===== config.mk =====
export PLATFORM = sky130hd
export DESIGN_NAME = motion_alarm
export DESIGN_NICKNAME = d
export VERILOG_FILES = /design/src/design/motion_alarm.sv
export SDC_FILE = /design/constraint.sdc
export NUM_CORES = 1
export LEC_CHECK = 0
export ABC_AREA = 0
export BUFFER_PORTS_ARGS = -buffer_cell sky130_fd_sc_hd__buf_4
export CAP_MARGIN = 30
export CORE_UTILIZATION = 40
export DETAILED_ROUTE_END_ITERATION = 6
export SYNTH_ARGS = -nofsm -noshare
export SYNTH_HDL_FRONTEND = slang
export SYNTH_SLANG_ARGS = --single-unit

===== constraint.sdc =====
create_clock -name iCLK_50 -period 2.2 [get_ports iCLK_50]
set_clock_uncertainty 0.05 [all_clocks]
set_input_delay 0.11 -clock iCLK_50 [delete_from_list [all_inputs] [get_ports iCLK_50]]
set_output_delay 0.11 -clock iCLK_50 [all_outputs]
set_load 0.02 [all_outputs]

===== src/design/motion_alarm.sv =====
`timescale 1ns/1ps
`default_nettype none

module motion_alarm #(
  parameter int HOLD_CYCLES = 2**24 - 1,
  parameter int TONE_BIT    = 21
) (
  input  logic iCLK_50,
  input  logic rst_n,
  input  logic motion,
  output logic alarm,
  output logic speaker
);

  localparam int HOLD_W = $clog2(HOLD_CYCLES + 1);

  localparam logic [HOLD_W-1:0] HOLD_MAX = HOLD_W'(HOLD_CYCLES);

  logic [HOLD_W-1:0] hold_cnt;  // Cycles since last detection
  logic [TONE_BIT:0] tone_cnt;  // Free-running tone divider

  // Hold timer, parks at its limit when idle
  always_ff @(posedge iCLK_50 or negedge rst_n)
  begin
    if (!rst_n)
    begin
      hold_cnt <= HOLD_MAX;  // Alarm off out of reset
      alarm    <= 1'b0;
    end
    else
    begin
      alarm <= motion || (hold_cnt < HOLD_MAX);
      if (motion)
        hold_cnt <= '0;  // Restart hold
      else if (hold_cnt < HOLD_MAX)
        hold_cnt <= hold_cnt + 1'b1;
    end
  end

  always_ff @(posedge iCLK_50 or negedge rst_n)
  begin
    if (!rst_n)
      tone_cnt <= '0;
    else
      tone_cnt <= tone_cnt + 1'b1;
  end

  // Square wave only while the alarm holds
  assign speaker = alarm & tone_cnt[TONE_BIT];

endmodule

`default_nettype wire


==> impl_metrics.toml, run 1 <==
[route]
avgViaCountPerCell = 5.33
first_iter_violations = 191
drt-total-wl_mm = 4.57
post_drt_wl_per_cell_microns = 13.8
vias = 1764
ant_nets = 0
drc = 0
drtPass1Iterations = 4

[cells_and_area]
nets = 263
syn_to_final_growth_pct = 13.0
mostFrequentLayoutCells = "dfstp_2, dfrtp_1, buf_4"
drive_gt1_share_pct = 25.9
final_common_cell = "dfstp_2"
antenna_cells = 0
finalNonFillerCells = 331

[synthesis]
synth-edff-count = 0
ys_seq_area_share_pct = 50.3
synth_async_sr_flop_share_pct = 100
ys_top_cells_by_area = "dfstp_2, dfrtp_1, xnor2_1, mux2_2, nand4_1"
syn-cell-area_sq_mm = 0.00240
yosysTopAreaCell = "dfstp_2"
synth_top_area_share_pct = 26.3
syn_inst = 239
syn-num-nets = 244
avgSynthCellArea_sq_um = 10.0
ys_seq_elements = 47
synth_cell_types = 34
ys_warn_count = 0
synthFlopType = "dfstp_2"

[sta]
worstMarginPinSlew_ps = 593
fin_ws_ps = 101
period_needed_ps = 2100
fmax_mhz = 476
hold_ws_ps = 149
post-route-period-util_pct = 95.4
drv_slew = 0
setup_viol = 0
rsz0062_at_grt = "false"
finalHoldViolations = 0
fin_setup_tns_ps = 0
relSlewSlack_pct = 60.5

[critical_path]
crit_path_max_fanout = 12
arrival_ps = 2290
critPathCaptureType = "flip-flop"
required_ps = 2390
critPathLaunchType = "flip-flop"
worstSetupPathType = "reg -> reg"

[placed_design]
post-dp-hpwl_mm = 3.07
dpl_worst_slack_ps = 19.3
gp_congestion = 0.765
dp_cells = 322
port_buffers = 4

[floorplan]
io_pins = 5
rows = 27
die_w_microns = 79.5
core_area_sq_mm = 0.00564
start_util_pct = 42.5
die_y_microns = 79.5
fp.dieArea_sq_mm = 0.00631

[global_route]
track_usage_pct = 16.5
grt_start_max_net_pins = 48
grt_pass1_wl_mm = 8.01
first_global_vias = 1682
grt_antenna_before_repair = 0
grt_overflow = 0

[pwr]
powerDensity_mw_per_mm2 = 533
vdd_drop_max_mv = 0.375
p_leak_nw = 1.06

[clocking]
clockBufferDepth = 2
cts.sinks = 47
cts_root_buf = "clkbuf_8"
cts_tree = "built"
clk_pin_slew_ps = 90
numCtsBuffers = 5
clkLatencyLatePin_ps = 300
cts_setup_buffers = 0
h-tree-depth = 2

[status]
status = "completed"

[hold_path]
hp-class = "in -> reg"

[run]
drv_cap = 0
==> power breakdown <==
| group | leakage (nW) | switching (mW) | internal [mW] | total (mW) |
|---|---|---|---|---|
| sequential | 0.549 | 0.00464 | 0.873 | 0.878 |
| clock | 0.0428 | 0.296 | 0.223 | 0.519 |
| combinational | 0.470 | 0.0345 | 0.0136 | 0.0481 |
| total | 1.06 | 0.335 | 1.11 | 1.44 |
==> final cells by class <==
cell class,count,area (sq um)
well taps,72,90.1
multi-input cells,176,1140
repair buffers,23,175
flip-flops and latches,47,1210
clock inverters,2,12.5
inverters,5,18.8
clock buffers,6,72.6
fillers,507,2930
==> state kept, by name (all words and copies together), names as in the netlist <==
name and flops:
alarm 1, tone_cnt 22, hold_cnt 24
==> worst max-delay path, cell delays in order (launching register included) <==
cell and delay (ps):
dfstp_2 560, nand4_1 170, or4_4 610, or4_1 490
a21oi_1 150
==> synthesized netlist by cell type, types with 2 or more instances <==
cell type	instances
or2_2	2
o31ai_1	6
nand2_1	13
xor2_1	5
mux2_2	10
or3_1	4
o21ai_0	5
and2_1	2
clkbuf_1	8
nand3_1	16
nor2b_1	9
or4_1	9
nor3_1	4
ha_1	2
dfrtp_1	23
buf_2	2
a21oi_1	15
dfstp_2	24
nand4_1	15
and3_1	9
nor4_1	3
inv_1	5
xnor2_1	15
a211oi_1	6
nor2_1	18
==> routing by layer <==
metal  wire length, microns  global-route usage, %  vias up
met2                   2030                   25.3       19
met5                      0                      0        -
met4                     44                   4.36        0
li1                       -                      -      907
met1                   2370                   22.8      834
met3                    126                   4.46        4
==> cells by family after synthesis <==
family,Yosys count,share of synthesized area [%]
DFF,47,50.3
and+or+nand+nor,108,24.7
buffers and inverters,16,2.66
AOI/OAI and AO/OA,36,9.33
muxes,10,4.69
xor gates and xnor gates,20,7.30
adders and majority gates,2,1.04
==> per-stage QoR <==
stage	cell area, sq um	total power, mW	utilization, %
after global placement	2610	0.940	46.3
after global routing	2710	1.51	48.1
after detailed placement	2610	0.941	46.3
final	2710	1.44	48.1
after CTS	2710	1.47	48.0
after floorplan	2400	0.913	-
==> repair_timing <==
item,CTS,global route
setup endpoints to repair,1,2
endpoints found under the hold margin,23,0
resized for setup,1,1
hold buffers,1,0
==> final timing paths <==
kind,from,end,depth (start not counted),slack [ps]
setup / recovery,hold_cnt[14],hold_cnt[22],4,100
hold / removal,motion,hold_cnt[20],2,150
setup reg to reg,hold_cnt[14],hold_cnt[22],4,100
hold reg to reg,tone_cnt[14],tone_cnt[14],1,420
max in group asynchronous,rst_n,tone_cnt[4],2,1400
min in group asynchronous,rst_n,alarm,2,310
No activity file was read; power rests on OpenSTA's default activity.
==> run 2: changes to the inputs <==
- CORE_UTILIZATION: 40 -> 56
- PLACE_DENSITY: default -> 0.75
- SLEW_MARGIN: default -> 25
==> run 2 against run 1 <==
Count of clock-buffer cells in the layout is 1 lower. Via count is 4.6% higher. Sequential power hardly changed. Worst hold slack worse by 13 ps. Final area is 1.2% lower. Setup slack worse by 38 ps. First-iteration DRC count is 16% lower. Critical path type unchanged. Largest cell class unchanged.
==> impl_metrics.toml, run 2 (same netlist as run 1, synthesis figures left out) <==
[run]
drv_cap = 0

[route]
vias = 1846
route.met2.wl_mm = 2.20
highest_layer = "met4"
ant_nets = 0
post_drt_wl_per_cell_microns = 14.3
drc = 0
drtPass1Iterations = 4
dr_wl_met3_microns = 166
met1_length_mm = 1.97
drt-total-wl_mm = 4.41
avgViaCountPerCell = 5.99
first_iter_violations = 161

[global_route]
track_usage_pct = 22.1
grt_antenna_before_repair = 0
grt_start_max_net_pins = 48
grt_overflow = 0
first_global_vias = 1677
grt_pass1_wl_mm = 7.44

[sta]
period_needed_ps = 2140
fmax_mhz = 468
finalHoldViolations = 0
fin_setup_tns_ps = 0
drv_slew = 0
worstMarginPinSlew_ps = 559
rsz0062_at_grt = "false"
post-route-period-util_pct = 97.1
relSlewSlack_pct = 62.7
setup_viol = 0

[clocking]
numCtsBuffers = 5
h-tree-depth = 2
cts_tree = "built"
clk_pin_slew_ps = 90
cts.sinks = 47
clockBufferDepth = 2
cts_root_buf = "clkbuf_8"
clkLatencyLatePin_ps = 300

[cells_and_area]
mostFrequentLayoutCells = "dfstp_2, dfrtp_1, buf_4"
fillCellCount = 333
final_util_pct = 66.1
largest_reg_flops = 24
antenna_cells = 0
regArea_sq_mm = 0.00121
final_common_cell = "dfstp_2"
nets = 262
top_register = "hold_cnt"
reg_top3 = "hold_cnt x24, tone_cnt x22, alarm x1"
syn_to_final_growth_pct = 11.7
multi_input_area_sq_mm = 0.00114
drive_gt1_share_pct = 26.4

[status]
status = "completed"

[critical_path]
worstSetupPathType = "reg -> reg"
crit_path_max_fanout = 12
required_ps = 2390
arrival_ps = 2330
critPathCaptureType = "flip-flop"
critPathLaunchType = "flip-flop"

[floorplan]
rows = 23
start_util_pct = 59.1
fp.dieArea_sq_mm = 0.00455
die_y_microns = 67.5
core_area_sq_mm = 0.00406
die_w_microns = 67.5
io_pins = 5

[pwr]
powerDensity_mw_per_mm2 = 536
p_leak_nw = 1.05
vdd_drop_max_mv = 0.472

[hold_path]
hp-class = "in -> reg"

[placed_design]
post-dp-hpwl_mm = 3.03
gp_congestion = 0.804
port_buffers = 4
-- run 2: changes by cell type in the layout (fill, tap and decap cells not counted) --
cell	previous run	this run
buf_4	22	21
clkinvlp_4	0	2
clkinv_1	1	0
clkbuf_1	1	0
clkinv_2	0	1
clkinv_4	1	0
-- run 2: layer usage --
metal,vias to the layer above,GRT usage [%]
met5,-,0
met4,0,8.78
met3,7,5.41
met2,39,36.5
met1,894,27.6
li1,906,-
-- run 2: path summary, 6_finish.rpt --
path                              startpoint            to  slack (ps)  cells past startpoint
worst min register to register  tone_cnt[21]  tone_cnt[21]         420                      1
max in group asynchronous              rst_n   hold_cnt[4]        1420                      2
worst max-delay path             hold_cnt[9]  hold_cnt[22]          60                      4
worst max register to register   hold_cnt[9]  hold_cnt[22]          60                      4
worst min-delay path                  motion  hold_cnt[17]         140                      2
min in group asynchronous              rst_n         alarm         290                      2
-- run 2: final cells by class --
cell class              count  area share (%)
clock buffers               5            2.57
repair buffers             22            6.25
well taps                  50            2.33
flip-flops and latches     47            45.0
multi-input cells         176            42.4
clock inverters             3           0.747
inverters                   5           0.700
-- run 2: metrics by stage --
step / std cells / setup WS, ps / hold slack [ps] / power (mW) / cell area [sq um]
finish: 308 / 63.4 / 137 / 1.44 / 2680
CTS: 308 / 67.5 / 127 / 1.46 / 2680
detailed placement: 299 / 27.3 / 102 / 0.939 / 2570
floorplan: 239 / 96.2 / -236 / 0.913 / 2400
global route: 308 / 4.73 / 155 / 1.49 / 2680
global placement: 299 / 65.2 / 101 / 0.938 / 2570
-- run 2: worst max-delay path, cell delays in order (launching register included) --
cell and delay, ps:
dfstp_2 570, nand4_1 210, or4_4 610, or4_1 480
a21oi_1 160
-- run 2: repair_timing --
item | in CTS | in global routing
setup buffers | 0 | 0
endpoints found under the hold margin | 23 | 0
hold buffers | 1 | 0
gates resized for setup | 2 | 0
endpoints found under the setup margin | 1 | 0
-- run 2: power breakdown --
| group | internal [mW] | switching [mW] | leakage, nW |
|---|---|---|---|
| Clock | 0.221 | 0.291 | 0.0402 |
| Sequential | 0.873 | 0.00587 | 0.549 |
| Combinational | 0.0123 | 0.0323 | 0.465 |
