File: src/design/motion_pkg.sv
`default_nettype none

package motion_pkg;

  // One colour channel of the RGB555 input
  typedef logic [4:0] chan_t;

  // Output channel for the video DAC side
  typedef logic [9:0] vga_chan_t;

  // Raster coordinate
  typedef logic [9:0] coord_t;

  // Input pixel, top bit unused
  typedef struct packed {
    logic  pad;        // Spare bit
    chan_t r;          // Red
    chan_t g;          // Green
    chan_t b;          // Blue
  } rgb555_t;

  // Vertical window depth, current line plus ten stored lines
  localparam int NUM_TAPS = 11;

  // Brightness cut on r+g+b, 7-bit sum
  localparam logic [6:0] LUMA_THRESHOLD = 7'd48;

  // Reduction applied over the taps
  typedef enum logic {
    MORPH_ERODE  = 1'b0,  // AND of all taps
    MORPH_DILATE = 1'b1   // OR of all taps
  } morph_op_e;

endpackage

`default_nettype wire

File: src/design/motion_pix_if.sv
`timescale 1ns/1ps
`default_nettype none

interface motion_pix_if
  import motion_pkg::*;
();

  logic    valid;   // One strobe per pixel, no back-pressure
  coord_t  x;       // Column of this pixel
  coord_t  y;       // Line of this pixel
  rgb555_t pix;     // Current-frame pixel
  logic    bit_a;   // Method 1 path
  logic    bit_b;   // Method 2 path

  // Producing stage
  modport src (
    output valid,
    output x,
    output y,
    output pix,
    output bit_a,
    output bit_b
  );

  // Consuming stage
  modport dst (
    input valid,
    input x,
    input y,
    input pix,
    input bit_a,
    input bit_b
  );

endinterface

`default_nettype wire

File: src/design/motion_overlay.sv
`timescale 1ns/1ps
`default_nettype none

module motion_overlay
  import motion_pkg::*;
#(
  parameter int LINE_LEN    = 640,
  parameter int FRAME_LINES = 480,
  parameter int WIN_X_LO    = 20,
  parameter int WIN_X_HI    = 620,
  parameter int WIN_Y_LO    = 20,
  parameter int WIN_Y_HI    = 460
) (
  input  logic      iCLK_50,
  input  logic      rst_n,
  motion_pix_if.dst stage,
  output logic      out_valid,
  output vga_chan_t out_r,
  output vga_chan_t out_g,
  output vga_chan_t out_b,
  output logic      motion
);

  // Window upper bounds clipped to the frame
  localparam int X_END = (WIN_X_HI < LINE_LEN) ? WIN_X_HI : LINE_LEN;
  localparam int Y_END = (WIN_Y_HI < FRAME_LINES) ? WIN_Y_HI : FRAME_LINES;

  logic      in_win;   // Pixel lies in the paint window
  logic      hit;      // Either method flags this pixel
  vga_chan_t r_plain;  // Channels expanded to 10 bits
  vga_chan_t g_plain;
  vga_chan_t b_plain;

  assign in_win = (stage.x >= coord_t'(WIN_X_LO)) && (stage.x < coord_t'(X_END))
                  && (stage.y >= coord_t'(WIN_Y_LO)) && (stage.y < coord_t'(Y_END));

  // Method 2 bit rode through the dilate stage with its pixel, so it is aligned here
  assign hit = stage.bit_a | stage.bit_b;

  assign r_plain = {stage.pix.r, 5'b0};  // Channel to the top, zeros below
  assign g_plain = {stage.pix.g, 5'b0};
  assign b_plain = {stage.pix.b, 5'b0};

  always_ff @(posedge iCLK_50 or negedge rst_n)
  begin
    if (!rst_n)
    begin
      out_valid <= 1'b0;
      motion    <= 1'b0;
    end
    else
    begin
      out_valid <= stage.valid;
      motion    <= stage.valid & hit;  // Flag only pulses with a pixel
    end
  end

  // Red overlay inside the window
  always_ff @(posedge iCLK_50)
  begin
    if (stage.valid)
    begin
      out_r <= (in_win && hit) ? vga_chan_t'(1023) : r_plain;
      out_g <= g_plain;
      out_b <= b_plain;
    end
  end

endmodule

`default_nettype wire

File: src/flat_wrapper.sv
// flat-port wrapper written by rule: the top's interface ports become plain ports
module motion_overlay_flat import motion_pkg::*;
#(
  parameter int LINE_LEN    = 640,
  parameter int FRAME_LINES = 480,
  parameter int WIN_X_LO    = 20,
  parameter int WIN_X_HI    = 620,
  parameter int WIN_Y_LO    = 20,
  parameter int WIN_Y_HI    = 460
)
  (iCLK_50, rst_n, out_valid, out_r, out_g, out_b, motion, stage_valid, stage_x, stage_y, stage_pix, stage_bit_a, stage_bit_b);
  motion_pix_if stage_i ();
  input  logic iCLK_50;
  input  logic rst_n;
  output logic out_valid;
  output vga_chan_t out_r;
  output vga_chan_t out_g;
  output vga_chan_t out_b;
  output logic motion;
  input wire logic [$bits(stage_i.valid)-1:0] stage_valid;
  input wire logic [$bits(stage_i.x)-1:0] stage_x;
  input wire logic [$bits(stage_i.y)-1:0] stage_y;
  input wire logic [$bits(stage_i.pix)-1:0] stage_pix;
  input wire logic [$bits(stage_i.bit_a)-1:0] stage_bit_a;
  input wire logic [$bits(stage_i.bit_b)-1:0] stage_bit_b;
  assign stage_i.valid = stage_valid;
  assign stage_i.x = stage_x;
  assign stage_i.y = stage_y;
  assign stage_i.pix = stage_pix;
  assign stage_i.bit_a = stage_bit_a;
  assign stage_i.bit_b = stage_bit_b;
  motion_overlay #(.LINE_LEN(LINE_LEN), .FRAME_LINES(FRAME_LINES), .WIN_X_LO(WIN_X_LO), .WIN_X_HI(WIN_X_HI), .WIN_Y_LO(WIN_Y_LO), .WIN_Y_HI(WIN_Y_HI)) u_core (.iCLK_50(iCLK_50), .rst_n(rst_n), .stage(stage_i), .out_valid(out_valid), .out_r(out_r), .out_g(out_g), .out_b(out_b), .motion(motion));
endmodule
File: config.mk
export PLATFORM = sky130hd
export DESIGN_NAME = motion_overlay_flat
export DESIGN_NICKNAME = d
export VERILOG_FILES = /design/src/design/motion_pkg.sv /design/src/design/motion_pix_if.sv /design/src/design/motion_overlay.sv /design/src/flat_wrapper.sv
export SDC_FILE = /design/constraint.sdc
export NUM_CORES = 1
export LEC_CHECK = 0
export ABC_AREA = 1
export BUFFER_PORTS_ARGS = -buffer_cell sky130_fd_sc_hd__buf_4
export CAP_MARGIN = 15
export CORE_MARGIN = 2
export CORE_UTILIZATION = 36
export DETAILED_ROUTE_END_ITERATION = 10
export GPL_TIMING_DRIVEN = 0
export PLACE_DENSITY = 0.85
export RECOVER_POWER = 100
export SLEW_MARGIN = 25
export SYNTH_ARGS = -nofsm -noshare
export SYNTH_HDL_FRONTEND = slang
export SYNTH_SLANG_ARGS = --single-unit
File: constraint.sdc
create_clock -name iCLK_50 -period 1.1 [get_ports iCLK_50]
set_clock_uncertainty 0.15 [all_clocks]
set_input_delay 0.165 -clock iCLK_50 [delete_from_list [all_inputs] [get_ports iCLK_50]]
set_output_delay 0.165 -clock iCLK_50 [all_outputs]
set_load 0.005 [all_outputs]
==> flow_summary.toml, run 1 <==
[placement]
hpwl_um = 1520
gp_congestion = 0.630
io_buffers = 57

[floorplan]
die_w_um = 51.9
dieArea_sq_mm = 0.00270
start_util_pct = 37.7
num_io_pins = 73
core_sq_mm = 0.00219
rows = 17
dieHeight_um = 51.9

[power]
p_comb_share_pct = 25.6
leakage_nw = 0.792
p_sw_w = 0.000348
clock_power_share_pct = 21.0
power.internal_w = 0.00121
ir_worst_vdd_mv = 0.613
power.density_mw_per_mm2 = 997
power.share.switching_pct = 22.3
seq_power_share_pct = 53.4

[setup_path]
critPathArrivalTime_ps = 1050
critPathLaunch = "u_core.out_r[3]"
critPathCaptureType = "output port"
path_cells = "buf_4 > buf_6"
critPathKind = "flop to output port"
slowest_delay_ps = 480
slowest_stage = "edfxtp_1"
startpoint_type = "flop"
path_max_fanout = 5
required_ps = 780

[synthesis]
synth_cell_types = 13
synthFlopType = "edfxtp_1"
synth_top_cells_by_count = "edfxtp_1, nand2_1, nor2_1"
syn_inst = 79
yosys-top-cells-area = "edfxtp_1, buf_4, nand2_1"
synth_area_sq_um = 827
synth_seq_area_share_pct = 64.1
netlist.area_leader.share_pct = 58.1
synth_most_common_cell = "edfxtp_1"
synth_edf_count = 16
yosysWarningCount = 0
syn_avg_cell_area_sq_um = 10.5
synth_seq_cells = 18
synth_top_cell_by_area = "edfxtp_1"
async_flop_share_pct = 11.1

[timing]
fmax_ghz = 0.731
drv_slew = 0
finalCritPeriodShare_pct = 124
hold_violations = 0
grt_setup_unrepaired = "true"
setup_violations = 22
worst_slack_ps = -267
whs_ps = 59.0
fin_crit_ps = 1370
tns_ps = -1690

[drt]
dr.pass1.iters = 4
wl_met3_um = 242
highest-signal-layer = "met4"
drtIter0Drc = 7
routed_via_density = 4.23
wirelength_um = 2410
drc = 0
dr_wl_met2_um = 1270
postRouteAntennaNets = 0
routedWlPerCell_um = 12.4
wl_met1_um = 851
num_vias = 824

[clock_network]
htreeDepth = 1
cts_tree = "yes"
numCtsBuffers = 3
cts_buffer_depth = 2
clkSlewWorstSetupHoldPaths_ps = 100
cts_root_buffer = "clkbuf_4"
post-cts-setup-buffers = 0
clock-sinks = 18

[hold_path]
hp-class = "input pin to async pin"

[global_route]
grt_max_degree = 19
grt_use_total_pct = 15.7
grt_pass1_vias = 751
grt_overflow_total = 0
antenna_found_initial = 0
grt_pass1_wl_um = 3110

[final_layout]
area_delta_synth_final_pct = 89.4
drive_gt1_share_pct = 44.3
num-fill-cells = 161
fin_nets = 209
n_antenna_cell = 0

[run_status]
status = "complete, but fails checks"
violations = "setup timing"

[job]
cap_violations = 0
[cell type report]
type	count	area [sq um]	share of cell area, %
Clock buffer	4	26.3	1.68
Sequential cell	18	531	33.9
Buffer	14	105	6.71
Timing Repair Buffer	75	647	41.3
Multi-Input combinational cell	46	185	11.8
Tap cell	28	35.0	2.24
Inverter	10	37.5	2.40
[layer usage]
layer | track usage, % | up-vias
met5 | 0 | -
met4 | 4.82 | 0
met3 | 3.74 | 6
met2 | 32.5 | 58
met1 | 14.5 | 362
li1 | - | 398
[flip-flops by register name (all words and copies together), names as in the netlist]
name / cells
u_core.out_b: 5
u_core.out_g: 5
u_core.motion: 1
u_core.out_valid: 1
u_core.out_r: 6
[timing repair]
action	in CTS	in global routing
pin swaps	0	0
hold buffers	17	1
resized for setup	4	8
hold endpoints to repair	18	1
endpoints found under the setup margin	11	22
[worst paths after layout]
path,endpoint,cells past startpoint
max,out_r[4],2
max in group asynchronous,u_core.out_valid,2
min in group iCLK_50,u_core.motion,3
min,u_core.motion,2
[placed cells by master (no fill, tap or decap), types with 10 or more instances in the layout]
master,Yosys,layout
nor2_1,15,15
conb_1,1,10
buf_4,14,44
edfxtp_1,16,16
dlygate4sd3_1,0,18
nand2_1,15,16
inv_1,10,10
clkbuf_4,0,16
buf_6,0,12
[logic make-up after synthesis]
group	Yosys count	share of synthesized area (%)
AOI/OAI and AO/OA	2	1.51
other	1	0.453
and+or+nand+nor	34	16.6
buffers and inverters	24	17.2
DFF	18	64.1
[power by group through the flow]
stage | registers [W] | logic (W) | clock network (W)
5_1_grt | 0.000839 | 0.000433 | 0.000361
3_5_place_dp | 0.000840 | 0.000319 | 0
6_report | 0.000834 | 0.000399 | 0.000328
4_1_cts | 0.000823 | 0.000379 | 0.000312
2_1_floorplan | 0.000846 | 0.0000935 | 0
3_3_place_gp | 0.000838 | 0.000310 | 0
[stage by stage]
step / area [sq um] / utilization, % / total power, W / std cells / setup slack, ps
2_1_floorplan: 861 / - / 0.000940 / 88 / 75.9
3_3_place_gp: 1320 / 60.4 / 0.00115 / 173 / -99.1
3_5_place_dp: 1320 / 60.4 / 0.00116 / 173 / -122
4_1_cts: 1540 / 70.1 / 0.00151 / 194 / -218
5_1_grt: 1570 / 71.5 / 0.00163 / 195 / -301
6_report: 1570 / 71.5 / 0.00156 / 195 / -267
[critical path: cells and delay by family, from the launching register on]
kind | cells | cell delay (ps)
flops | 1 | 480
buf+inv | 2 | 290
Note: power is estimated with default switching activity, not from simulation.
==> inputs of run 2 (changes only) <==
--- a/config.mk
+++ b/config.mk
@@ -5,15 +5,16 @@
 export SDC_FILE = /design/constraint.sdc
 export NUM_CORES = 1
 export LEC_CHECK = 0
-export ABC_AREA = 1
+export ABC_AREA = 0
 export BUFFER_PORTS_ARGS = -buffer_cell sky130_fd_sc_hd__buf_4
 export CAP_MARGIN = 15
 export CORE_MARGIN = 2
-export CORE_UTILIZATION = 36
+export CORE_UTILIZATION = 35
 export DETAILED_ROUTE_END_ITERATION = 10
 export GPL_TIMING_DRIVEN = 0
 export PLACE_DENSITY = 0.85
 export RECOVER_POWER = 100
+export SETUP_SLACK_MARGIN = 0.3
 export SLEW_MARGIN = 25
 export SYNTH_ARGS = -nofsm -noshare
 export SYNTH_HDL_FRONTEND = slang
==> run 2 against run 1 <==
Net effect: the run ends with hold timing, setup timing left; die area decreased by 3.8%; final cell count down 23%; clock power fell by 2%; sequential share of layout area is 3.9 points higher; flip-flop and latch count stayed put; power decreased by 3.4%; global-route usage down 0.73 points; highest routed layer unchanged.
==> flow_summary.toml, run 2 <==
[clock_network]
clock-sinks = 18
holdBufCountCts = 1
cts_tree = "yes"
post-cts-setup-buffers = 0
numCtsBuffers = 3
cts_buffer_depth = 2
clkSlewWorstSetupHoldPaths_ps = 100
htreeDepth = 1
cts_root_buffer = "clkbuf_4"

[timing]
whs_ps = -77.4
fin_crit_ps = 1330
relSlewSlack_pct = 41.4
finalCritPeriodShare_pct = 121
tns_ps = -1550
drv_slew = 0
worst_pin_slew_ps = 879
hold_violations = 16
setup_violations = 25
worst_slack_ps = -226
grt_setup_unrepaired = "true"
fmax_ghz = 0.754

[synthesis]
synth_most_common_cell = "edfxtp_1"
synth_cell_types = 16
async_flop_share_pct = 11.1
synth_top_cells_by_count = "edfxtp_1, buf_4, or2_1"
yosys-top-cells-area = "edfxtp_1, buf_4, dfrtp_1"
synth_area_sq_um = 771
syn_avg_cell_area_sq_um = 14.8
synthFlopType = "edfxtp_1"
syn_inst = 52
synth_edf_count = 16
synth_seq_area_share_pct = 68.8
netlist.area_leader.share_pct = 62.3
yosysWarningCount = 0
synth_seq_cells = 18
synth_top_cell_by_area = "edfxtp_1"

[global_route]
met1_usage_pct = 12.1
use_met3_pct = 3.51
grt_pass1_wl_um = 2770
grt_overflow_total = 0
grt_pass1_vias = 627
antenna_found_initial = 0
gr-max-usage-layer = "met2"
grt_use_total_pct = 15.0
grt_max_degree = 19
grt_use_met2_pct = 31.8

[placement]
dpl_cell_area_sq_mm = 0.00128
io_buffers = 57
gp_congestion = 0.755
hpwl_um = 1420
placed_cells = 145

[final_layout]
regMostFlops = "u_core.out_r"
final_cells = 150
layout_commonest_cell = "buf_4"
num-fill-cells = 151
drive_gt1_share_pct = 63.4
area_delta_synth_final_pct = 82.3
final_core_util_pct = 69.5
n_antenna_cell = 0
finalInstanceArea_sq_mm = 0.00141
fin_nets = 165
reg_top3 = "u_core.out_r: 6 flops, u_core.out_b: 5 flops, u_core.out_g: 5 flops"
largest_reg_flops = 6
final_cell_mix = "buf_4, buf_6, edfxtp_1"

[drt]
postRouteAntennaNets = 0
drtIter0Drc = 3
num_vias = 638
routedWlPerCell_um = 12.0
dr.pass1.iters = 2
wirelength_um = 1800
drc = 0
routed_via_density = 4.25

[setup_path]
critPathKind = "flop to output port"
path_max_fanout = 5
startpoint_type = "flop"
critPathArrivalTime_ps = 1010
critPathCaptureType = "output port"
required_ps = 780

[floorplan]
die_w_um = 50.9
dieArea_sq_mm = 0.00259
dieHeight_um = 50.9
core_sq_mm = 0.00202
rows = 16
start_util_pct = 38.1
num_io_pins = 73

[power]
leakage_nw = 0.638
power.density_mw_per_mm2 = 1070
ir_worst_vdd_mv = 0.832

[job]
cap_violations = 0

[hold_path]
hold_depth = 1
hp-class = "input pin to flop"

[run_status]
violations = "hold timing, setup timing"
status = "complete, but fails checks"
[run 2: worst paths after layout]
| check | start | to | slack (ps) |
|---|---|---|---|
| min | stage_pix[5] | u_core.out_g[5] | -80 |
| max in group asynchronous | rst_n | u_core.out_valid | 630 |
| max | u_core.out_r[3] | out_r[4] | -230 |
| min in group asynchronous | rst_n | u_core.motion | 40 |
[run 2: per-stage QoR]
stage                     total power, W  setup slack [ps]
after floorplan                 0.000931              -192
after global placement           0.00114              -355
after CTS                        0.00150              -246
after global routing             0.00159              -278
final                            0.00151              -226
after detailed placement         0.00115              -385
[run 2: critical path: stages (launching register included)]
cell      delay [ps]
edfxtp_1         460
buf_4            170
buf_6            100
[run 2: cells by family after synthesis]
family / after synthesis / synth area share (%)
compound gates: 9 / 9.42
flops: 18 / 68.8
simple gates: 10 / 7.63
buf+inv: 14 / 13.6
other cells: 1 / 0.487
[run 2: timing repair]
item,in CTS,in global routing
setup endpoints to repair,28,28
pin swaps,5,0
gates resized for setup,15,10
endpoints found under the hold margin,19,17
[run 2: cell type report]
type                    count  area, sq um  share of cell area, %
clock inverters             1         3.75                  0.267
plain buffers              14          105                   7.48
multi-input cells          29          219                   15.6
well taps                  27         33.8                   2.40
repair buffers             58          490                   34.9
clock buffers               3         22.5                   1.60
flip-flops and latches     18          531                   37.8
[run 2: routing by layer]
layer  up-vias  routed length (um)
met5         -                   0
met4         0                  40
met3         4                 116
met2        36                1140
met1       288                 504
li1        310                   -
[run 2: power by group]
part | switching [W] | internal [W] | leakage (nW)
sequential | 0.0000203 | 0.000807 | 0.181
combinational | 0.000118 | 0.000242 | 0.442
clock | 0.000191 | 0.000131 | 0.0154
total | 0.000329 | 0.00118 | 0.638
