### src/design/motion_pkg.sv
`default_nettype none

package motion_pkg;

  // One colour channel of the RGB555 input
  typedef logic [4:0] chan_t;

  // Output channel for the video DAC side
  typedef logic [9:0] vga_chan_t;

  // Raster coordinate
  typedef logic [9:0] coord_t;

  // Input pixel, top bit unused
  typedef struct packed {
    logic  pad;        // Spare bit
    chan_t r;          // Red
    chan_t g;          // Green
    chan_t b;          // Blue
  } rgb555_t;

  // Vertical window depth, current line plus ten stored lines
  localparam int NUM_TAPS = 11;

  // Brightness cut on r+g+b, 7-bit sum
  localparam logic [6:0] LUMA_THRESHOLD = 7'd48;

  // Reduction applied over the taps
  typedef enum logic {
    MORPH_ERODE  = 1'b0,  // AND of all taps
    MORPH_DILATE = 1'b1   // OR of all taps
  } morph_op_e;

endpackage

`default_nettype wire

### src/design/motion_pix_if.sv
`timescale 1ns/1ps
`default_nettype none

interface motion_pix_if
  import motion_pkg::*;
();

  logic    valid;   // One strobe per pixel, no back-pressure
  coord_t  x;       // Column of this pixel
  coord_t  y;       // Line of this pixel
  rgb555_t pix;     // Current-frame pixel
  logic    bit_a;   // Method 1 path
  logic    bit_b;   // Method 2 path

  // Producing stage
  modport src (
    output valid,
    output x,
    output y,
    output pix,
    output bit_a,
    output bit_b
  );

  // Consuming stage
  modport dst (
    input valid,
    input x,
    input y,
    input pix,
    input bit_a,
    input bit_b
  );

endinterface

`default_nettype wire

### src/design/pixel_binarize.sv
`timescale 1ns/1ps
`default_nettype none

module pixel_binarize
  import motion_pkg::*;
#(
  parameter int LINE_LEN    = 640,
  parameter int FRAME_LINES = 480
) (
  input  logic      iCLK_50,
  input  logic      rst_n,
  input  logic      pix_valid,
  input  rgb555_t   cur_pixel,
  input  rgb555_t   prev_pixel,
  motion_pix_if.src bin
);

  logic    acc_valid;  // Input stage holds a pixel
  coord_t  x_cnt;      // Raster column of next pixel
  coord_t  y_cnt;      // Raster line of next pixel
  rgb555_t cur_q;      // Captured current pixel
  rgb555_t prev_q;     // Captured previous-frame pixel
  coord_t  x_q;
  coord_t  y_q;

  // Bright when the channel sum is above the threshold
  function automatic logic is_bright(input rgb555_t p);
    logic [6:0] sum;
    sum = 7'(p.r) + 7'(p.g) + 7'(p.b);
    return sum > LUMA_THRESHOLD;
  endfunction

  // Input stage control and raster counter
  always_ff @(posedge iCLK_50 or negedge rst_n)
  begin
    if (!rst_n)
    begin
      acc_valid <= 1'b0;
      x_cnt     <= '0;
      y_cnt     <= '0;
    end
    else
    begin
      acc_valid <= pix_valid;
      if (pix_valid)
      begin
        if (x_cnt == coord_t'(LINE_LEN - 1))  // End of line
        begin
          x_cnt <= '0;
          y_cnt <= (y_cnt == coord_t'(FRAME_LINES - 1)) ? '0 : y_cnt + 1'b1;
        end
        else
          x_cnt <= x_cnt + 1'b1;
      end
    end
  end

  // Input stage payload
  always_ff @(posedge iCLK_50)
  begin
    if (pix_valid)
    begin
      cur_q  <= cur_pixel;
      prev_q <= prev_pixel;
      x_q    <= x_cnt;   // Coordinate stamped before the counter moves
      y_q    <= y_cnt;
    end
  end

  always_ff @(posedge iCLK_50 or negedge rst_n)
  begin
    if (!rst_n)
      bin.valid <= 1'b0;
    else
      bin.valid <= acc_valid;
  end

  // Difference bits, registered with the pixel
  always_ff @(posedge iCLK_50)
  begin
    if (acc_valid)
    begin
      bin.x     <= x_q;
      bin.y     <= y_q;
      bin.pix   <= cur_q;
      bin.bit_a <= (cur_q.r != prev_q.r) || (cur_q.g != prev_q.g)
                   || (cur_q.b != prev_q.b);               // Any channel changed
      bin.bit_b <= is_bright(cur_q) ^ is_bright(prev_q);   // Crossed the threshold
    end
  end

endmodule

`default_nettype wire

### src/flat_wrapper.sv
// flat-port wrapper written by rule: the top's interface ports become plain ports
module pixel_binarize_flat import motion_pkg::*;
#(
  parameter int LINE_LEN    = 640,
  parameter int FRAME_LINES = 480
)
  (iCLK_50, rst_n, pix_valid, cur_pixel, prev_pixel, bin_valid, bin_x, bin_y, bin_pix, bin_bit_a, bin_bit_b);
  motion_pix_if bin_i ();
  input  logic iCLK_50;
  input  logic rst_n;
  input  logic pix_valid;
  input  rgb555_t cur_pixel;
  input  rgb555_t prev_pixel;
  output wire logic [$bits(bin_i.valid)-1:0] bin_valid;
  output wire logic [$bits(bin_i.x)-1:0] bin_x;
  output wire logic [$bits(bin_i.y)-1:0] bin_y;
  output wire logic [$bits(bin_i.pix)-1:0] bin_pix;
  output wire logic [$bits(bin_i.bit_a)-1:0] bin_bit_a;
  output wire logic [$bits(bin_i.bit_b)-1:0] bin_bit_b;
  assign bin_valid = bin_i.valid;
  assign bin_x = bin_i.x;
  assign bin_y = bin_i.y;
  assign bin_pix = bin_i.pix;
  assign bin_bit_a = bin_i.bit_a;
  assign bin_bit_b = bin_i.bit_b;
  pixel_binarize #(.LINE_LEN(LINE_LEN), .FRAME_LINES(FRAME_LINES)) u_core (.iCLK_50(iCLK_50), .rst_n(rst_n), .pix_valid(pix_valid), .cur_pixel(cur_pixel), .prev_pixel(prev_pixel), .bin(bin_i));
endmodule
### config.mk
export PLATFORM = sky130hd
export DESIGN_NAME = pixel_binarize_flat
export DESIGN_NICKNAME = d
export VERILOG_FILES = /design/src/design/motion_pkg.sv /design/src/design/motion_pix_if.sv /design/src/design/pixel_binarize.sv /design/src/flat_wrapper.sv
export SDC_FILE = /design/constraint.sdc
export NUM_CORES = 1
export LEC_CHECK = 0
export ABC_CLOCK_PERIOD_IN_PS = 3600
export BUFFER_PORTS_ARGS = -buffer_cell sky130_fd_sc_hd__buf_2
export CAP_MARGIN = 10
export CORE_MARGIN = 2
export CORE_UTILIZATION = 56
export DETAILED_ROUTE_END_ITERATION = 10
export PLACE_DENSITY = 0.79
export REMOVE_ABC_BUFFERS = 1
export SLEW_MARGIN = 5
export SYNTH_ARGS = -nofsm -noshare
export SYNTH_HDL_FRONTEND = slang
export SYNTH_SLANG_ARGS = --single-unit
### constraint.sdc
create_clock -name iCLK_50 -period 3.6 [get_ports iCLK_50]
set_input_delay 0.72 -clock iCLK_50 [delete_from_list [all_inputs] [get_ports iCLK_50]]
set_output_delay 0.72 -clock iCLK_50 [all_outputs]
set_load 0.01 [all_outputs]
==> results.cfg, run 1 <==
[power_and_ir_drop]
combPwrFrac_pct = 18.3
intPower_uw = 2080
p_per_area_nw_per_um2 = 543
clock_power_share_pct = 24.1
irDropWorstVdd_uv = 338
seq_power_share_pct = 57.6
p_switching_uw = 795
power_leakage_uw = 0.00216
swShare_pct = 27.6

[setup_path]
r2r_end = u_core.bin.bit_b$_DFFE_PP_
path_class = reg -> reg
end_kind = flop
r2r-start = u_core.prev_q[5]$_DFFE_PP_
crit_arrival_ns = 3.10
crit_path_start_kind = flop
required_ns = 3.70
reg2reg_depth = 9
cp_max_fo = 3
rrSetupSlack_ns = 0.60

[grt]
grt_usage_pct = 18.6
antenna_found_initial = 0
grt_pass1_vias = 2566
grt_pass1_wl_mm = 12.3
grt_start_max_net_pins = 58
gr-total-overflow = 0

[die]
ios = 74
die_area_um2 = 8960
initial_core_util_pct = 56.9
die_x_um = 94.7
core_area_um2 = 8090
rows = 33
die_h_um = 94.7

[yosys]
synth-seq-area-share_pct = 70.0
synth-seq-cells = 111
syn_avg_cell_area_um2 = 15.9
synth_cells = 289
synth-main-ff-cell = edfxtp_1
yosys_warnings = 0
syn-cell-area_um2 = 4600
synth-edff-count = 89
yosysUniqueCellTypes = 39
synth-async-reset-ratio_pct = 19.8

[drt]
drc = 0
drtIter0Drc = 83
via_count = 2602
wirelength_mm = 8.00
wl_per_cell_um = 16.5
routed_via_density = 5.38
dr.pass1.iters = 4
postRouteAntennaNets = 0

[cts]
cts_buffer_depth = 2
post_cts_resized = 0
worstSkewPairLatency_ns = 0.36
postCtsHoldBufs = 0
postCtsSetupBuffers = 0
cts_num_sinks = 111
path_clk_slew_ns = 0.10
cts_root_buf = clkbuf_8
numCtsBuffers = 9
cts_tree = yes
htree_levels = 3

[sta]
relSlewSlack_pct = 51.1
fmax_mhz = 333
worst_pin_slew_ns = 0.734
final_hold_viol_count = 0
fin_crit_ns = 3.00
skew_ns = 0.0144
drv_slew = 0
fin_crit_sh_pct = 83.4
setup_tns_ns = 0
rsz0062_at_grt = no
setup_viol = 0

[layout]
stdcell_count = 484
n_antenna_cell = 0
drive_gt1_share_pct = 25.9
area_delta_synth_final_pct = 15.1
layout.nets = 435

[status]
status = finished clean

[placement]
hpwlAfterDp_mm = 5.77
place_inst = 468
gp_congestion = 0.778
port_buffers = 72

[worst_hold_path]
hold_path.class = in -> async

[flow_run]
max_cap_violations = 0
flip-flops by register name, indices dropped and copies added, names as in the netlist:
| signal | count |
|---|---|
| u_core.acc_valid | 1 |
| u_core.bin.bit_a | 1 |
| u_core.bin.bit_b | 1 |
| u_core.bin.pix | 16 |
| u_core.bin.valid | 1 |
| u_core.bin.x | 10 |
| u_core.bin.y | 10 |
| u_core.cur_q | 16 |
| u_core.prev_q | 15 |
| u_core.x_cnt | 10 |
| u_core.x_q | 10 |
| u_core.y_cnt | 10 |
| u_core.y_q | 10 |
critical path, stage by stage, from the launching register on:
cell and delay (ns):
edfxtp_1 0.42, ha_1 0.26, fa_1 0.49, fa_1 0.46
a21o_1 0.21, a21oi_1 0.28, xnor2_1 0.16, a22oi_1 0.08
a22o_1 0.24, xnor2_1 0.12
cells in the mapped netlist (all sizes together) (4+ instances only):
cell | number | area (um^2)
nor2 | 23 | 86.3
xor2 | 23 | 201
nand2 | 11 | 48.8
a21o | 7 | 52.6
ha | 22 | 275
xnor2 | 17 | 149
nand4 | 7 | 50.1
a211oi | 4 | 30.0
edfxtp | 89 | 2670
a21oi | 14 | 70.1
fa | 4 | 80.1
nor3 | 4 | 20.0
o21ai | 7 | 35.0
dfrtp | 22 | 551
nand3 | 5 | 30.0
nor4 | 5 | 46.3
power groups by stage:
stage / Clock (uW) / Sequential (uW) / Combinational, uW
floorplan: 0 / 1690 / 347
global placement: 0 / 1680 / 491
detailed placement: 0 / 1690 / 526
CTS: 712 / 1660 / 529
global route: 760 / 1680 / 588
finish: 692 / 1660 / 528
final cells by class:
class                   instances  area (um^2)
multi-input cells             175         1370
clock inverters                 5         48.8
clock buffers                  11          141
repair buffers                 74          375
fillers                       613         2790
flip-flops and latches        111         3220
well taps                     105          131
inverters                       3         11.3
placed cells by master (no fill, tap or decap), types with 2 or more instances in the layout:
cell and instances:
buf_4 2, nor3_1 4, clkbuf_8 10, nand3_1 4, ha_1 22, dfrtp_1 22, mux2_2 2, buf_2 72
fa_1 4, o21bai_1 2, xor2_1 23, a21o_1 7, nor2_1 23, o21ai_0 7, xnor2_1 17, a21oi_1 14
nand2_1 10, nand4_1 6, a211oi_1 4, edfxtp_1 89, inv_1 3, inv_6 2, nand2b_1 3, nor4_1 4
kinds of logic (layout without fill, tap and decap cells):
family          count (synthesis)  after routing  synth area share [%]
xor+xnor                       40             40                  7.61
simple gates                   64             64                  7.91
buf+inv                         3             93                 0.245
mux                             3              3                 0.707
fa+ha+maj                      26             26                  7.72
flops                         111            111                  70.0
compound gates                 42             42                  5.76
how the worst max path moves through the flow:
stage / startpoint / to / slack [ns] / cells past startpoint
after floorplan: u_core.prev_q[5]$_DFFE_PP_ / u_core.bin.bit_b$_DFFE_PP_ / 0.83 / 9
after CTS: u_core.prev_q[5]$_DFFE_PP_ / u_core.bin.bit_b$_DFFE_PP_ / 0.60 / 9
after global routing: u_core.cur_q[6]$_DFFE_PP_ / u_core.bin.bit_b$_DFFE_PP_ / 0.42 / 12
final: u_core.prev_q[5]$_DFFE_PP_ / u_core.bin.bit_b$_DFFE_PP_ / 0.60 / 9
after detailed placement: u_core.prev_q[5]$_DFFE_PP_ / u_core.bin.bit_b$_DFFE_PP_ / 0.64 / 9
after global placement: u_core.prev_q[5]$_DFFE_PP_ / u_core.bin.bit_b$_DFFE_PP_ / 0.73 / 9
routing by layer:
metal / track usage (%) / wire [um] / share of wire [%] / vias to the layer above
li1: - / - / - / 1260
met1: 21.5 / 3180 / 40 / 1256
met2: 32.6 / 4220 / 53 / 70
met3: 5.43 / 396 / 4.9 / 16
met4: 7.37 / 204 / 2.5 / 0
met5: 0 / 0 / 0 / -
per-stage QoR:
stage	util, %	worst slack (ns)	cell area, um^2	total power [uW]	hold slack (ns)
final	65.5	0.596	5300	2880	0.313
after CTS	65.5	0.599	5300	2900	0.318
after global routing	65.5	0.418	5300	3030	0.329
after floorplan	-	0.828	4600	2030	0.400
after detailed placement	63.1	0.637	5110	2210	0.405
after global placement	63.1	0.731	5110	2170	0.401
Power figures use the tool's default switching activity.
==> inputs of run 2 (changes only) <==
--- a/config.mk
+++ b/config.mk
@@ -5,13 +5,13 @@
 export SDC_FILE = /design/constraint.sdc
 export NUM_CORES = 1
 export LEC_CHECK = 0
-export ABC_CLOCK_PERIOD_IN_PS = 3600
+export ABC_CLOCK_PERIOD_IN_PS = 2420
 export BUFFER_PORTS_ARGS = -buffer_cell sky130_fd_sc_hd__buf_2
 export CAP_MARGIN = 10
 export CORE_MARGIN = 2
-export CORE_UTILIZATION = 56
+export CORE_UTILIZATION = 51
 export DETAILED_ROUTE_END_ITERATION = 10
-export PLACE_DENSITY = 0.79
+export PLACE_DENSITY = 0.76
 export REMOVE_ABC_BUFFERS = 1
 export SLEW_MARGIN = 5
 export SYNTH_ARGS = -nofsm -noshare
==> constraint.sdc (replaced) <==
create_clock -name iCLK_50 -period 2.42 [get_ports iCLK_50]
set_input_delay 0.484 -clock iCLK_50 [delete_from_list [all_inputs] [get_ports iCLK_50]]
set_output_delay 0.484 -clock iCLK_50 [all_outputs]
set_load 0.01 [all_outputs]
==> run 2 against run 1 <==
The run now ends with negative setup slack left. Combinational power grew 100%. Highest routed layer unchanged. Fmax up 7.0%. Critical endpoint unchanged. Count of clock-buffer cells in the layout decreased by 2. Register-to-register slack worse by 0.98 ns. Total power increased by 61%. Core utilization increased by 0.54 points. First-iteration DRC count increased by 7.2%. Global-route usage up 0.45 points. Die area increased by 9.4%. Wire length increased by 10%.
==> results.cfg, run 2 (synthesis results as in run 1) <==
[power_and_ir_drop]
combPwrFrac_pct = 23.4
power_leakage_uw = 0.00237
seq_power_share_pct = 53.3
swShare_pct = 29.7
intPower_uw = 3250
clock_power_share_pct = 23.3
p_switching_uw = 1370
irDropWorstVdd_uv = 490
p_per_area_nw_per_um2 = 802

[sta]
setup_viol = 1
final_hold_viol_count = 0
setup_ws_ns = -0.387
drv_slew = 0
rsz0062_at_grt = yes
fin_crit_ns = 2.81
relSlewSlack_pct = 51.5
fin_crit_sh_pct = 116
worst_pin_slew_ns = 0.727
skew_ns = 0.0156
fmax_mhz = 356
holdWs_ns = 0.0537

[flow_run]
max_cap_violations = 0

[layout]
final_common_cell = edfxtp_1
drive_gt1_share_pct = 39.4
layout.nets = 472
n_antenna_cell = 0
regArea_um2 = 3220
area_delta_synth_final_pct = 25.1
num-fill-cells = 607
multiInputGateArea_um2 = 1520
reg.largest.list = u_core.bin.pix: 16 flops, u_core.cur_q: 16 flops, u_core.prev_q: 15 flops
layout_common_cells = edfxtp_1, buf_2, buf_4, xor2_1
stdcell_count = 524

[drt]
postRouteAntennaNets = 0
wirelength_mm = 8.83
via_count = 2787
wl_per_cell_um = 16.9
routed_via_density = 5.32
drc = 0
dr.pass1.iters = 4
drtIter0Drc = 89

[die]
die_area_um2 = 9800
core_area_um2 = 8720
die_h_um = 99.0
die_x_um = 99.0
ios = 74
rows = 34
initial_core_util_pct = 52.8

[setup_path]
path_cells = ha_2 -> fa_2 -> a21o_1 -> a21oi_2 -> xnor2_2 -> ha_4 -> buf_4 -> a21oi_2 -> a2bb2oi_2 -> o22ai_2 -> xnor2_1
path_class = reg -> reg
crit_arrival_ns = 2.94
cp_slowest_cell = fa_2
reg2reg_depth = 11
end_kind = flop
required_ns = 2.55
cp_max_fo = 2
cpMostUsedCell = a21oi_2
crit_path_start_kind = flop
cp_slowest_stage_delay_ns = 0.42

[grt]
grt_start_max_net_pins = 58
antenna_found_initial = 0
grt_pass1_vias = 2879
grt_pass1_wl_mm = 14.0
grt_usage_pct = 19.1
gr-total-overflow = 0

[placement]
port_buffers = 72
place_inst = 498
hpwlAfterDp_mm = 6.11
gp_congestion = 0.805

[cts]
cts_root_buf = clkbuf_8
postCtsHoldBufs = 0
numCtsBuffers = 9
cts_num_sinks = 111
cts_buffer_depth = 2
worstSkewPairLatency_ns = 0.39
cts_tree = yes
path_clk_slew_ns = 0.12
htree_levels = 3

[status]
status = finished with violations
failed_checks = negative setup slack

[worst_hold_path]
hold_path.class = in -> async
run 2: changes by cell type in the layout (fill, tap and decap cells not counted), moves of 2 or more:
| cell | previous run | this run |
|---|---|---|
| a211oi_1 | 4 | 2 |
| a211oi_2 | 0 | 2 |
| a21oi_1 | 14 | 7 |
| a21oi_2 | 0 | 6 |
| buf_4 | 2 | 37 |
| fa_1 | 4 | 0 |
| fa_2 | 0 | 4 |
| ha_1 | 22 | 18 |
| ha_2 | 0 | 2 |
| ha_4 | 0 | 2 |
run 2: worst paths after layout:
check / slack [ns] / endpoint / startpoint
min reg2reg: 0.41 / u_core.bin.x[2]$_DFFE_PP_ / u_core.x_q[2]$_DFFE_PP_
max: -0.39 / u_core.bin.bit_b$_DFFE_PP_ / u_core.cur_q[10]$_DFFE_PP_
max reg2reg: -0.39 / u_core.bin.bit_b$_DFFE_PP_ / u_core.cur_q[10]$_DFFE_PP_
min in group iCLK_50: 0.28 / u_core.cur_q[6]$_DFFE_PP_ / cur_pixel[6]
min: 0.05 / u_core.x_cnt[9]$_DFFE_PN0P_ / rst_n
max in group asynchronous: 2.01 / u_core.x_cnt[6]$_DFFE_PN0P_ / rst_n
run 2: what timing repair did:
| item | CTS | global route |
|---|---|---|
| hold endpoints to repair | 0 | 0 |
| resized for setup | 17 | 16 |
| buffers inserted | 8 | 2 |
| endpoints found under the setup margin | 1 | 1 |
| pin swaps | 9 | 18 |
run 2: layer usage:
metal | track usage (%) | vias up | wire, um | part of all wire (%)
met5 | 0 | - | 0 | 0
li1 | - | 1338 | - | -
met1 | 22.3 | 1370 | 3540 | 40
met2 | 33.5 | 60 | 4710 | 53
met3 | 4.89 | 19 | 349 | 4.0
met4 | 7.80 | 0 | 229 | 2.6
run 2: worst max-delay path, delay by kind of cell (launching register included):
family / cells / cell delay [ns]
fa+ha+maj: 3 / 0.89
compound gates: 5 / 0.82
flops: 1 / 0.41
xor+xnor: 2 / 0.30
buf+inv: 1 / 0.14
run 2: cell type report:
| type | count | share of cell area [%] |
|---|---|---|
| Tap cell | 108 | 2.35 |
| Sequential cell | 111 | 56.0 |
| Clock inverter | 7 | 1.33 |
| Inverter | 3 | 0.239 |
| Timing Repair Buffer | 111 | 11.6 |
| Clock buffer | 9 | 2.15 |
| Multi-Input combinational cell | 175 | 26.3 |
run 2: power groups by stage:
stage                     Sequential (uW)  Clock [uW]  Combinational (uW)
after floorplan                      2510           0                 516
after global routing                 2490        1180                1190
final                                2460        1080                1080
after detailed placement             2510           0                 883
after global placement               2490           0                 827
after CTS                            2460        1120                 978
run 2: metrics by stage:
stage               setup TNS (ns)  total power, uW  setup WS, ns  util (%)  area [um^2]
floorplan                   -0.352             3020        -0.352         -         4600
global placement            -0.387             3320        -0.387      61.1         5330
detailed placement          -0.539             3390        -0.539      61.1         5330
CTS                         -0.315             4560        -0.315      64.9         5660
global route                -0.528             4860        -0.528      66.0         5760
finish                      -0.387             4620        -0.387      66.0         5760
